[src/hdl/liftPkg.sv]
package liftPkg;

	localparam int MaxFloors = 8;  // widest building the types can hold
	localparam int DoorCntW = 4;   // dwell counter width, DwellCycles must fit

	typedef logic [2:0] floorIdx_t;  // floor number 0..MaxFloors-1
	typedef logic [3:0] carPos_t;    // half-floors, even = at a floor, odd = between

	// travel state, same encoding the old controller used
	typedef enum logic [1:0] {
		dirIdle = 2'b00,
		dirUp   = 2'b01,
		dirDown = 2'b10
	} dir_t;

	// one bit per floor for each kind of call
	typedef struct packed {
		logic [MaxFloors-1:0] carCall;   // buttons inside the car
		logic [MaxFloors-1:0] hallUp;    // up buttons on the landings
		logic [MaxFloors-1:0] hallDown;  // down buttons on the landings
	} callSet_t;

	typedef struct packed {
		logic openBtn;   // door open button in the car
		logic closeBtn;  // door close button in the car
		logic sensor;    // doorway obstruction sensor
	} doorBtn_t;

	// status seen from outside, also what the scheduler works from
	typedef struct packed {
		carPos_t pos;
		dir_t dir;
		logic doorOpen;
	} carStatus_t;

endpackage

[src/hdl/callRegister.sv]
`timescale 1ns/10ps

module callRegister import liftPkg::*; #(
	parameter int NumFloors = 4
) (
	input logic clk,
	input logic reset,
	input callSet_t calls,
	input floorIdx_t serveFloor,
	input logic serveStrobe,
	input logic clearAll,
	output callSet_t pending
);

	logic [MaxFloors-1:0] floorMask;  // floors that exist in this building
	logic [MaxFloors-1:0] keepMask;   // all ones except the floor being served

	always_comb begin
		floorMask = '0;
		keepMask = '1;
		for (int i = 0; i < MaxFloors; i++) begin
			floorMask[i] = (i < NumFloors);  // upper bits never latch
		end
		if (serveStrobe) begin
			keepMask[serveFloor] = 1'b0;  // drop car and both hall calls here
		end
	end

	// a held button re-latches after the serve clears it
	always_ff @(posedge clk) begin
		if (reset) begin
			pending <= '0;
		end else if (clearAll) begin
			pending <= '0;  // emergency wipes every call
		end else begin
			pending.carCall <= ((pending.carCall & keepMask) | calls.carCall) & floorMask;
			pending.hallUp <= ((pending.hallUp & keepMask) | calls.hallUp) & floorMask;
			pending.hallDown <= ((pending.hallDown & keepMask) | calls.hallDown) & floorMask;
		end
	end

	// scheduler only serves floors that exist
	assert property (@(posedge clk) disable iff (reset)
		serveStrobe |-> (int'(serveFloor) < NumFloors))
	else
		$error("ERR callRegister serveFloor=%h out of range", serveFloor);

endmodule

[src/hdl/travelScheduler.sv]
`timescale 1ns/10ps

module travelScheduler import liftPkg::*; #(
	parameter int NumFloors = 4
) (
	input logic clk,
	input logic reset,
	input callSet_t pending,
	input carPos_t pos,
	input logic doorOpen,
	input logic emergency,
	input logic openBtn,
	output dir_t dir,
	output logic step,
	output dir_t stepDir,
	output logic openReq,
	output floorIdx_t serveFloor,
	output logic serveStrobe,
	output logic clearAll
);

	floorIdx_t curFloor;             // floor at or just below the car
	logic atFloor;                   // even half-floor position
	logic [MaxFloors-1:0] anyCall;   // any kind of call per floor
	logic callAbove;
	logic callBelow;
	logic carHere;
	logic upHere;
	logic downHere;
	logic anyHere;
	logic ahead;         // calls remain in the travel direction
	logic dirMatchHere;  // hall call here that matches the travel direction
	logic serveHere;
	dir_t nextDir;       // direction chosen at this floor
	dir_t dirNext;       // register input

	assign curFloor = floorIdx_t'(pos[3:1]);
	assign atFloor = ~pos[0];
	assign anyCall = pending.carCall | pending.hallUp | pending.hallDown;
	assign carHere = pending.carCall[curFloor];
	assign upHere = pending.hallUp[curFloor];
	assign downHere = pending.hallDown[curFloor];
	assign anyHere = anyCall[curFloor];
	assign serveFloor = curFloor;  // only sampled with serveStrobe

	always_comb begin
		callAbove = 1'b0;
		callBelow = 1'b0;
		for (int i = 0; i < NumFloors; i++) begin
			if (i > int'(curFloor)) callAbove |= anyCall[i];
			if (i < int'(curFloor)) callBelow |= anyCall[i];
		end
	end

	// collective rule: keep going while calls lie ahead, reverse only when none remain
	always_comb begin
		case (dir)
			dirUp: begin
				ahead = callAbove;
				dirMatchHere = upHere;
				nextDir = callAbove ? dirUp : (callBelow ? dirDown : dirIdle);
			end
			dirDown: begin
				ahead = callBelow;
				dirMatchHere = downHere;
				nextDir = callBelow ? dirDown : (callAbove ? dirUp : dirIdle);
			end
			default: begin
				ahead = 1'b0;  // idle car takes any call at its floor
				dirMatchHere = 1'b0;
				nextDir = callAbove ? dirUp : (callBelow ? dirDown : dirIdle);
			end
		endcase
	end

	// stop for car calls, hall calls our way, or anything here once nothing is ahead
	assign serveHere = carHere | dirMatchHere | (anyHere & ~ahead);

	always_comb begin
		step = 1'b0;
		stepDir = dir;
		openReq = 1'b0;
		serveStrobe = 1'b0;
		clearAll = 1'b0;
		dirNext = dir;
		if (!atFloor) begin
			step = 1'b1;  // between floors always finish the move, emergency too
		end else if (emergency) begin
			clearAll = 1'b1;  // park with the door open and forget all calls
			openReq = 1'b1;   // held high so the dwell keeps restarting
			dirNext = dirIdle;
		end else if (!doorOpen) begin
			dirNext = nextDir;
			if (serveHere) begin
				openReq = 1'b1;
				serveStrobe = 1'b1;
			end else if (nextDir != dirIdle) begin
				step = 1'b1;
				stepDir = nextDir;
			end else if (openBtn) begin
				openReq = 1'b1;  // idle car, passenger wants the door
			end
		end
	end

	always_ff @(posedge clk) begin
		if (reset) begin
			dir <= dirIdle;
		end else begin
			dir <= dirNext;
		end
	end

	// door only opens at a floor, so the car is never stepped with it open
	assert property (@(posedge clk) disable iff (reset) step |-> !doorOpen)
	else
		$error("ERR travelScheduler step=%h doorOpen=%h", step, doorOpen);

	assert property (@(posedge clk) disable iff (reset) pos[0] |=> dir == $past(dir))
	else
		$error("ERR travelScheduler dir=%h changed at pos=%h", dir, $past(pos));

endmodule

[src/hdl/carPosition.sv]
`timescale 1ns/10ps

module carPosition import liftPkg::*; #(
	parameter int NumFloors = 4
) (
	input logic clk,
	input logic reset,
	input logic step,
	input dir_t stepDir,
	output carPos_t pos
);

	localparam carPos_t TopPos = carPos_t'(2 * (NumFloors - 1));  // top floor in half-floors

	logic atTop;
	logic atBottom;

	assign atTop = (pos >= TopPos);
	assign atBottom = (pos == '0);

	// one half-floor per step, clamped at the shaft ends
	always_ff @(posedge clk) begin
		if (reset) begin
			pos <= '0;  // car starts at the ground floor
		end else if (step) begin
			if (stepDir == dirUp && !atTop) begin
				pos <= carPos_t'(pos + 1'b1);
			end else if (stepDir == dirDown && !atBottom) begin
				pos <= carPos_t'(pos - 1'b1);
			end
		end
	end

	// the scheduler has to stop before the shaft ends
	assert property (@(posedge clk) disable iff (reset)
		step && stepDir == dirUp |-> !atTop)
	else
		$error("ERR carPosition step up at pos=%h", pos);

	assert property (@(posedge clk) disable iff (reset)
		step && stepDir == dirDown |-> !atBottom)
	else
		$error("ERR carPosition step down at pos=%h", pos);

	// a step always has a direction
	assert property (@(posedge clk) disable iff (reset)
		step |-> stepDir != dirIdle)
	else
		$error("ERR carPosition stepDir=%h with step", stepDir);

endmodule

[src/hdl/doorTimer.sv]
`timescale 1ns/10ps

module doorTimer import liftPkg::*; #(
	parameter int DwellCycles = 5,
	parameter int CloseEarlyAt = 3
) (
	input logic clk,
	input logic reset,
	input logic openReq,
	input doorBtn_t doorBtns,
	output logic doorOpen
);

	localparam logic [DoorCntW-1:0] LastCnt = DoorCntW'(DwellCycles - 1);  // last open clock
	localparam logic [DoorCntW-1:0] EarlyCnt = DoorCntW'(CloseEarlyAt);

	logic [DoorCntW-1:0] cnt;  // clocks the door has been open
	logic dwellDone;
	logic closeEarly;

	assign dwellDone = (cnt >= LastCnt);
	assign closeEarly = doorBtns.closeBtn && (cnt >= EarlyCnt);

	always_ff @(posedge clk) begin
		if (reset) begin
			doorOpen <= 1'b0;
			cnt <= '0;
		end else if (!doorOpen) begin
			if (openReq) begin
				doorOpen <= 1'b1;
				cnt <= '0;
			end
		end else if (openReq || doorBtns.openBtn) begin
			cnt <= '0;  // reopen starts the dwell over
		end else if (closeEarly) begin
			doorOpen <= 1'b0;
		end else if (dwellDone) begin
			if (!doorBtns.sensor) begin
				doorOpen <= 1'b0;
			end  // blocked doorway holds the door open
		end else begin
			cnt <= cnt + 1'b1;
		end
	end

	// close button alone cannot cut the dwell short before CloseEarlyAt
	assert property (@(posedge clk) disable iff (reset)
		doorOpen && cnt < EarlyCnt && !dwellDone |=> doorOpen)
	else
		$error("ERR doorTimer doorOpen fell at cnt=%h", $past(cnt));

endmodule

[src/hdl/liftController.sv]
`timescale 1ns/10ps

module liftController import liftPkg::*; #(
	parameter int NumFloors = 4,
	parameter int DwellCycles = 5,
	parameter int CloseEarlyAt = 3
) (
	input logic clk,
	input logic reset,
	input callSet_t calls,
	input doorBtn_t doorBtns,
	input logic emergency,
	output carStatus_t status
);

	callSet_t pending;     // latched calls
	floorIdx_t serveFloor;
	logic serveStrobe;
	logic clearAll;        // emergency flush
	logic step;
	dir_t stepDir;
	dir_t dir;
	carPos_t pos;
	logic openReq;
	logic doorOpen;

	callRegister #(
		.NumFloors(NumFloors)
	) i_callRegister (
		.clk(clk),
		.reset(reset),
		.calls(calls),
		.serveFloor(serveFloor),
		.serveStrobe(serveStrobe),
		.clearAll(clearAll),
		.pending(pending)
	);

	travelScheduler #(
		.NumFloors(NumFloors)
	) i_travelScheduler (
		.clk(clk),
		.reset(reset),
		.pending(pending),
		.pos(pos),
		.doorOpen(doorOpen),
		.emergency(emergency),
		.openBtn(doorBtns.openBtn),  // idle car opens on request
		.dir(dir),
		.step(step),
		.stepDir(stepDir),
		.openReq(openReq),
		.serveFloor(serveFloor),
		.serveStrobe(serveStrobe),
		.clearAll(clearAll)
	);

	carPosition #(
		.NumFloors(NumFloors)
	) i_carPosition (
		.clk(clk),
		.reset(reset),
		.step(step),
		.stepDir(stepDir),
		.pos(pos)
	);

	doorTimer #(
		.DwellCycles(DwellCycles),
		.CloseEarlyAt(CloseEarlyAt)
	) i_doorTimer (
		.clk(clk),
		.reset(reset),
		.openReq(openReq),
		.doorBtns(doorBtns),
		.doorOpen(doorOpen)
	);

	assign status = '{pos: pos, dir: dir, doorOpen: doorOpen};

endmodule

[config.mk]
export PLATFORM = sky130hd
export DESIGN_NAME = liftController
export DESIGN_NICKNAME = d
export VERILOG_FILES = /design/src/hdl/liftPkg.sv /design/src/hdl/callRegister.sv /design/src/hdl/travelScheduler.sv /design/src/hdl/carPosition.sv /design/src/hdl/doorTimer.sv /design/src/hdl/liftController.sv
export SDC_FILE = /design/constraint.sdc
export NUM_CORES = 1
export LEC_CHECK = 0
export ABC_AREA = 0
export BUFFER_PORTS_ARGS = -buffer_cell sky130_fd_sc_hd__buf_2
export CAP_MARGIN = 20
export CORE_MARGIN = 2
export CORE_UTILIZATION = 51
export CTS_CLUSTER_DIAMETER = 120
export DETAILED_ROUTE_END_ITERATION = 10
export GPL_TIMING_DRIVEN = 0
export PLACE_DENSITY = 0.83
export SLEW_MARGIN = 25
export SYNTH_ARGS = -nofsm -noshare
export SYNTH_HDL_FRONTEND = slang
export SYNTH_SLANG_ARGS = --single-unit
[constraint.sdc]
create_clock -name clk -period 10.8 [get_ports clk]
set_clock_uncertainty 0.05 [all_clocks]
set_input_delay 1.08 -clock clk [delete_from_list [all_inputs] [get_ports clk]]
set_output_delay 1.08 -clock clk [all_outputs]
set_load 0.03 [all_outputs]
# Yosys cells after proc, flatten, opt, wreduce, memory -nomap -nowiden
# Index checks and enable logic that the tools add are counted.
dict set report word_totals {
  reg_bits 23
  in_bits 30
  out_inout_bits 7
  wordCells 125
}
dict set report op_classes {
  n_addsub 3
  order_cmp 12
  eq_ne 7
  n_mux 62
  bitwise 19
  n_reduce_logical 15
}
# op count
set op_table {}
lappend op_table {{$mux W1} 36}
lappend op_table {{$mux W4} 8}
lappend op_table {{$mux W2} 11}
lappend op_table {{$or A4 B4 Y4} 4}
lappend op_table {{$and A4 B4 Y4} 3}
lappend op_table {{$bmux W1 S3} 4}
lappend op_table {{$add A4 B1 Y4 const B} 2}
lappend op_table {{$ge A4 B3 Y1 const B} 2}
lappend op_table {{$or A8 B4 Y8} 1}
lappend op_table {{$or A1 B1 Y1} 7}
lappend op_table {{$gt A2 B3 Y1 const A} 2}
lappend op_table {{$lt A1 B3 Y1 const A} 2}
lappend op_table {{$lt A2 B3 Y1 const A} 2}
lappend op_table {{$ne A3 B3 Y1 const B} 2}
lappend op_table {{$reduce_bool A2 Y1} 3}
lappend op_table {{$eq A2 B1 Y1 const B} 2}
lappend op_table {{$eq A2 B2 Y1 const B} 2}
lappend op_table {{$ge A4 B2 Y1 const B} 1}
lappend op_table {{$logic_and A1 B1 Y1} 4}
lappend op_table {{$logic_not A4 Y1} 1}
lappend op_table {{$lt A3 B4 Y1 const B} 1}
lappend op_table {{$not A4 Y4} 1}
lappend op_table {{$pmux W1 S2} 2}
lappend op_table {{$reduce_and A2 Y1} 2}
lappend op_table {{11 further kinds} 13}

# Depth between registers and ports, before layout
dict set report depth {
  ltp_word 22
  depth_mapped 13
  depth_no_buf 13
}

# Modules after synthesis
# Synthesis repeated with hierarchy kept, for this count alone.
dict set report unflattened {
  cells_unflattened 197
  area_unflattened_um2 1875.5
}
# module instances cells_each area_per_inst_um2
set by_module_without_submodules {}
lappend by_module_without_submodules {travelScheduler 1 81 668.1}
lappend by_module_without_submodules {callRegister 1 57 608.1}
lappend by_module_without_submodules {carPosition 1 32 331.6}
lappend by_module_without_submodules {doorTimer 1 26 260.2}
lappend by_module_without_submodules {liftController 1 1 7.5}

# Least setup slack after synthesis
# OpenSTA, ideal clock, no wires.
dict set report synth_timing {
  path_type {register to register}
  startpoint {reg i_carPosition.pos[1]}
  endpoint {reg i_carPosition.pos[3]}
  arrival_ns 3.763
  setup_slack_ns 6.912
  path_stages_with_launch 13
  path_buffers 1
  cell_sequence {dfxtp_1 > buf_6 > mux4_2 > and2_4 > nor4_4 > o32ai_2 > o32a_2 > or3_1 > ha_1 > a21o_1 > a21o_1 > or4_1 > a31oi_1}
}
dict set report synth_between {
  elab_chain_cells 21
  word_cells_on_any_way 63
  classes_between {add/sub (2); order compare (8); eq/ne (2); mux (34); bitwise (9); reduce/logical (8)}
}
# item line_no
set synth_lines {}
lappend synth_lines {{start: declaration} carPosition.sv:10} ;# output carPos_t pos
lappend synth_lines {{start signal: assignment} carPosition.sv:27} ;# pos <= carPos_t'(pos + 1'b1);
lappend synth_lines {{start signal: assignment} carPosition.sv:29} ;# pos <= carPos_t'(pos - 1'b1);
lappend synth_lines {{$lt A1 B3 Y1} travelScheduler.sv:51} ;# if (i < int'(curFloor)) callBelow |= anyCall[i];
lappend synth_lines {{$mux W1} travelScheduler.sv:51}
lappend synth_lines {{$or A1 B1 Y1} travelScheduler.sv:51}
lappend synth_lines {{$mux W1} travelScheduler.sv:51}
lappend synth_lines {{$or A1 B1 Y1} travelScheduler.sv:51}
lappend synth_lines {{$mux W1} travelScheduler.sv:51}
lappend synth_lines {{$or A1 B1 Y1} travelScheduler.sv:51}
lappend synth_lines {{$mux W1} travelScheduler.sv:51}
lappend synth_lines {{[... 5 more ...]} -}
lappend synth_lines {{$mux W2} travelScheduler.sv:94} ;# if (serveHere) begin
lappend synth_lines {{$mux W2} travelScheduler.sv:92} ;# end else if (!doorOpen) begin
lappend synth_lines {{$mux W2} travelScheduler.sv:88} ;# end else if (emergency) begin
lappend synth_lines {{$mux W2} travelScheduler.sv:86} ;# if (!atFloor) begin
lappend synth_lines {{$eq A2 B2 Y1 / $eq A2 B1 Y1 (equally long branches)} {carPosition.sv:28, carPosition.sv:26}}
lappend synth_lines {{$logic_and A1 B1 Y1, on equally long branches} {carPosition.sv:28, carPosition.sv:26}}
lappend synth_lines {{$reduce_bool A2 Y1 (no source line)} -}
lappend synth_lines {{$reduce_and A2 Y1 (no source line)} -}
# Several ways; a longest one is shown, not always the timed one. The select of a mux whose other input is x is not followed.
# A chain may end at the register's enable or synchronous reset.

# Final worst setup path
# Same ends and word-level chain as after synthesis.

==> flow_summary.toml <==
[status]
outcome = "completed"

[cts]
cts_repair_resize_count = 0
root_cell_of_the_clock_tree = "sky130_fd_sc_hd__clkbuf_4"
clock_tree_from_tritoncts = "yes"
clock_path_buffers = 2
cts_post_setup_buffers_inserted = 0
cts.reportedPaths.clkPinSlew_ns = 0.14
hold_buffers = 0
cts_sinks = 23
clkLatencyLatePin_ns = 0.32
cts_made_buffers = 3
htree_num_levels = 1

[timing]
final_setup_violations = 0
fin_crit_sh = 0.375
grt_setup_unrepaired = "no"
tightest_slew_ns = 0.555
fin_crit_ns = 4.05
setup_tns_ns = 0
relSlewSlack = 0.630
final-hold-violation-count = 0
slew_viols_final = 0
max_clock_freq_ghz = 0.247

[power]
power-per-cell-area_nw_per_um2 = 147
peakVddDrop_v = 0.0000813
total_power_mw = 0.257
p_leak_nw = 0.753

[worst_setup_path]
setup.worst_path.end_class = "flop"
crit_path_start_kind = "flop"
ws_path_type = "reg -> reg"
worst-path-max-fanout = 10
arrival_ns = 4.25
worst_ep_required_time_ns = 11.00

[detailed_routing]
dr_total_vias = 1454
antenna_left = 0
avgViaCountPerCell = 5.93
drt_iter0_drc = 63
detail_route.wl_per_cell_um = 14.0
drt-pass1-iter-count = 4
residual_drc = 0
postRouteWirelength_um = 3440

[grt]
grt_remaining_overflow = 0
pin_count_of_the_biggest_net_entering_global_routing = 15
overall_global_routing_resource_usage = 0.199
via_count_of_the_first_global_routing_pass = 1229
antenna_found_initial = 0
first_pass_grt_wire_length_um = 5370

[die]
die_x_um = 59.3
start_util = 0.524
placementRows = 20
ioPinCount = 37
placeableCoreArea_um2 = 2980
die-area_um2 = 3520
die_height_um = 59.3

[final_layout]
final_net_count = 249
filler_cell_count = 270
layoutNonFillerInstCount = 245
area.growth.synth_to_final_pct = 11.9
diodes = 0
final_core_utilization = 0.587
share_of_post_route_cells_with_drive_strength_above_1 = 0.245

[logic_synthesis]
ys_seq_elements = 23
mappedNetlistArea_um2 = 1560
postSynthCellCount = 185
synth_area_per_cell_um2 = 8.43
synth-edff-count = 0
synth_seq_area_share = 0.295
synth_top_flop_cell = "sky130_fd_sc_hd__dfxtp_1"
synth_nets = 221
ys_async_sr_fraction = 0
synth_cell_types = 56
yosys_warnings = 0

[placement]
gp_congestion = 0.908
post-place-cells = 241
detailedPlacementHpwl_um = 2590
io_buffer_count = 23

[worst_hold_path]
min-delay-path-class = "reg -> reg"

[flow_run]
maxCapViolations = 0
[metal layers]
metal / up-vias / global-route usage / part of all wire
met3: 5 / 0.0262 / 0.035
met2: 27 / 0.305 / 0.44
met5: - / 0 / 0
li1: 738 / - / -
met4: 0 / 0.0682 / 0.014
met1: 684 / 0.287 / 0.51
[flip-flops by register name (all words and copies together), names as in the netlist]
register                count
i_doorTimer.cnt             4
i_carPosition.pos           4
i_callRegister.pending     12
i_travelScheduler.dir       2
i_doorTimer.doorOpen        1
[path summary, 6_finish.rpt]
kind | start | to | slack (ns) | depth (start not counted)
max | i_carPosition.pos[1] | i_carPosition.pos[3] | 6.75 | 12
min | i_callRegister.pending[8] | i_callRegister.pending[8] | 0.44 | 2
min reg2reg | i_callRegister.pending[8] | i_callRegister.pending[8] | 0.44 | 2
max reg2reg | i_carPosition.pos[1] | i_carPosition.pos[3] | 6.75 | 12
[critical path, cell delays in order, from the launching register on]
cell	delay [ns]
sky130_fd_sc_hd__dfxtp_1	0.48
sky130_fd_sc_hd__buf_6	0.19
sky130_fd_sc_hd__mux4_2	0.50
sky130_fd_sc_hd__and2_4	0.18
sky130_fd_sc_hd__nor4_4	0.30
sky130_fd_sc_hd__o32ai_2	0.20
sky130_fd_sc_hd__o32a_2	0.37
sky130_fd_sc_hd__or3_1	0.43
sky130_fd_sc_hd__ha_1	0.31
sky130_fd_sc_hd__a21o_1	0.17
sky130_fd_sc_hd__a21o_1	0.19
sky130_fd_sc_hd__or4_1	0.39
sky130_fd_sc_hd__a31oi_1	0.21
[layout by cell type, fill, tap and decap left out, types with 4 or more instances in the layout]
cell and n:
sky130_fd_sc_hd__o21ai_0 9, sky130_fd_sc_hd__nor3_1 7, sky130_fd_sc_hd__ha_1 5, sky130_fd_sc_hd__buf_2 23, sky130_fd_sc_hd__a211oi_1 4, sky130_fd_sc_hd__dfxtp_1 23, sky130_fd_sc_hd__nand2_1 14, sky130_fd_sc_hd__mux2i_1 4
sky130_fd_sc_hd__nor2_1 16, sky130_fd_sc_hd__a21oi_1 19, sky130_fd_sc_hd__inv_1 14
[power by group]
group	internal, mW	leakage [nW]	switching (mW)	total (mW)
logic	0.0479	0.551	0.0662	0.114
registers	0.0921	0.188	0.00833	0.100
clock network	0.0142	0.0139	0.0285	0.0427
total	0.154	0.753	0.103	0.257
[cells by family after synthesis]
family	share of synthesized area
AND/OR/NAND/NOR	0.227
AO/OA/AOI/OAI	0.273
buffers and inverters	0.0898
flip-flops	0.295
multiplexers	0.0569
adder cells (fa/ha/maj)	0.0529
XOR/XNOR	0.00561
[cell usage after synthesis (2+ instances only)]
master	number	share of area
sky130_fd_sc_hd__and2b_2	2	0.011
sky130_fd_sc_hd__nand2_1	14	0.034
sky130_fd_sc_hd__nand3_1	3	0.0096
sky130_fd_sc_hd__and2_2	2	0.0096
sky130_fd_sc_hd__a21oi_1	19	0.061
sky130_fd_sc_hd__o21ai_0	9	0.029
sky130_fd_sc_hd__a2111oi_0	2	0.011
sky130_fd_sc_hd__o311a_1	2	0.013
sky130_fd_sc_hd__o211ai_1	3	0.014
sky130_fd_sc_hd__a221oi_1	2	0.011
sky130_fd_sc_hd__nor4_1	2	0.0080
sky130_fd_sc_hd__or3_1	2	0.0080
sky130_fd_sc_hd__nor2_1	16	0.038
sky130_fd_sc_hd__dfxtp_1	23	0.30
sky130_fd_sc_hd__a211oi_1	4	0.019
sky130_fd_sc_hd__a31oi_1	3	0.012
sky130_fd_sc_hd__nor3_1	7	0.022
sky130_fd_sc_hd__a21o_1	2	0.0096
sky130_fd_sc_hd__ha_1	5	0.040
sky130_fd_sc_hd__mux2i_1	4	0.026
sky130_fd_sc_hd__buf_6	3	0.022
sky130_fd_sc_hd__inv_1	14	0.034
sky130_fd_sc_hd__a211o_1	2	0.011
sky130_fd_sc_hd__buf_4	2	0.0096
sky130_fd_sc_hd__o32ai_1	2	0.011
sky130_fd_sc_hd__and4b_1	2	0.013
sky130_fd_sc_hd__or3_2	3	0.014
sky130_fd_sc_hd__clkbuf_1	3	0.0072
[through the flow]
step | hold slack [ns] | setup WS (ns) | instance area [µm²]
after floorplan | 0.395 | 6.91 | 1560
after global placement | 0.419 | 6.82 | 1720
after detailed placement | 0.421 | 6.78 | 1720
after CTS | 0.440 | 6.75 | 1750
after global routing | 0.465 | 6.56 | 1750
final | 0.440 | 6.75 | 1750
[cell type report]
type | instances | area (µm²) | area share
Multi-Input combinational cell | 137 | 960 | 0.549
Clock buffer | 3 | 22.5 | 0.0129
Buffer | 10 | 83.8 | 0.0480
Inverter | 15 | 56.3 | 0.0322
Sequential cell | 23 | 460 | 0.264
Tap cell | 33 | 41.3 | 0.0236
Clock inverter | 1 | 7.51 | 0.00430
Timing Repair Buffer | 23 | 115 | 0.0659
Note: power is estimated with default switching activity, not from simulation.
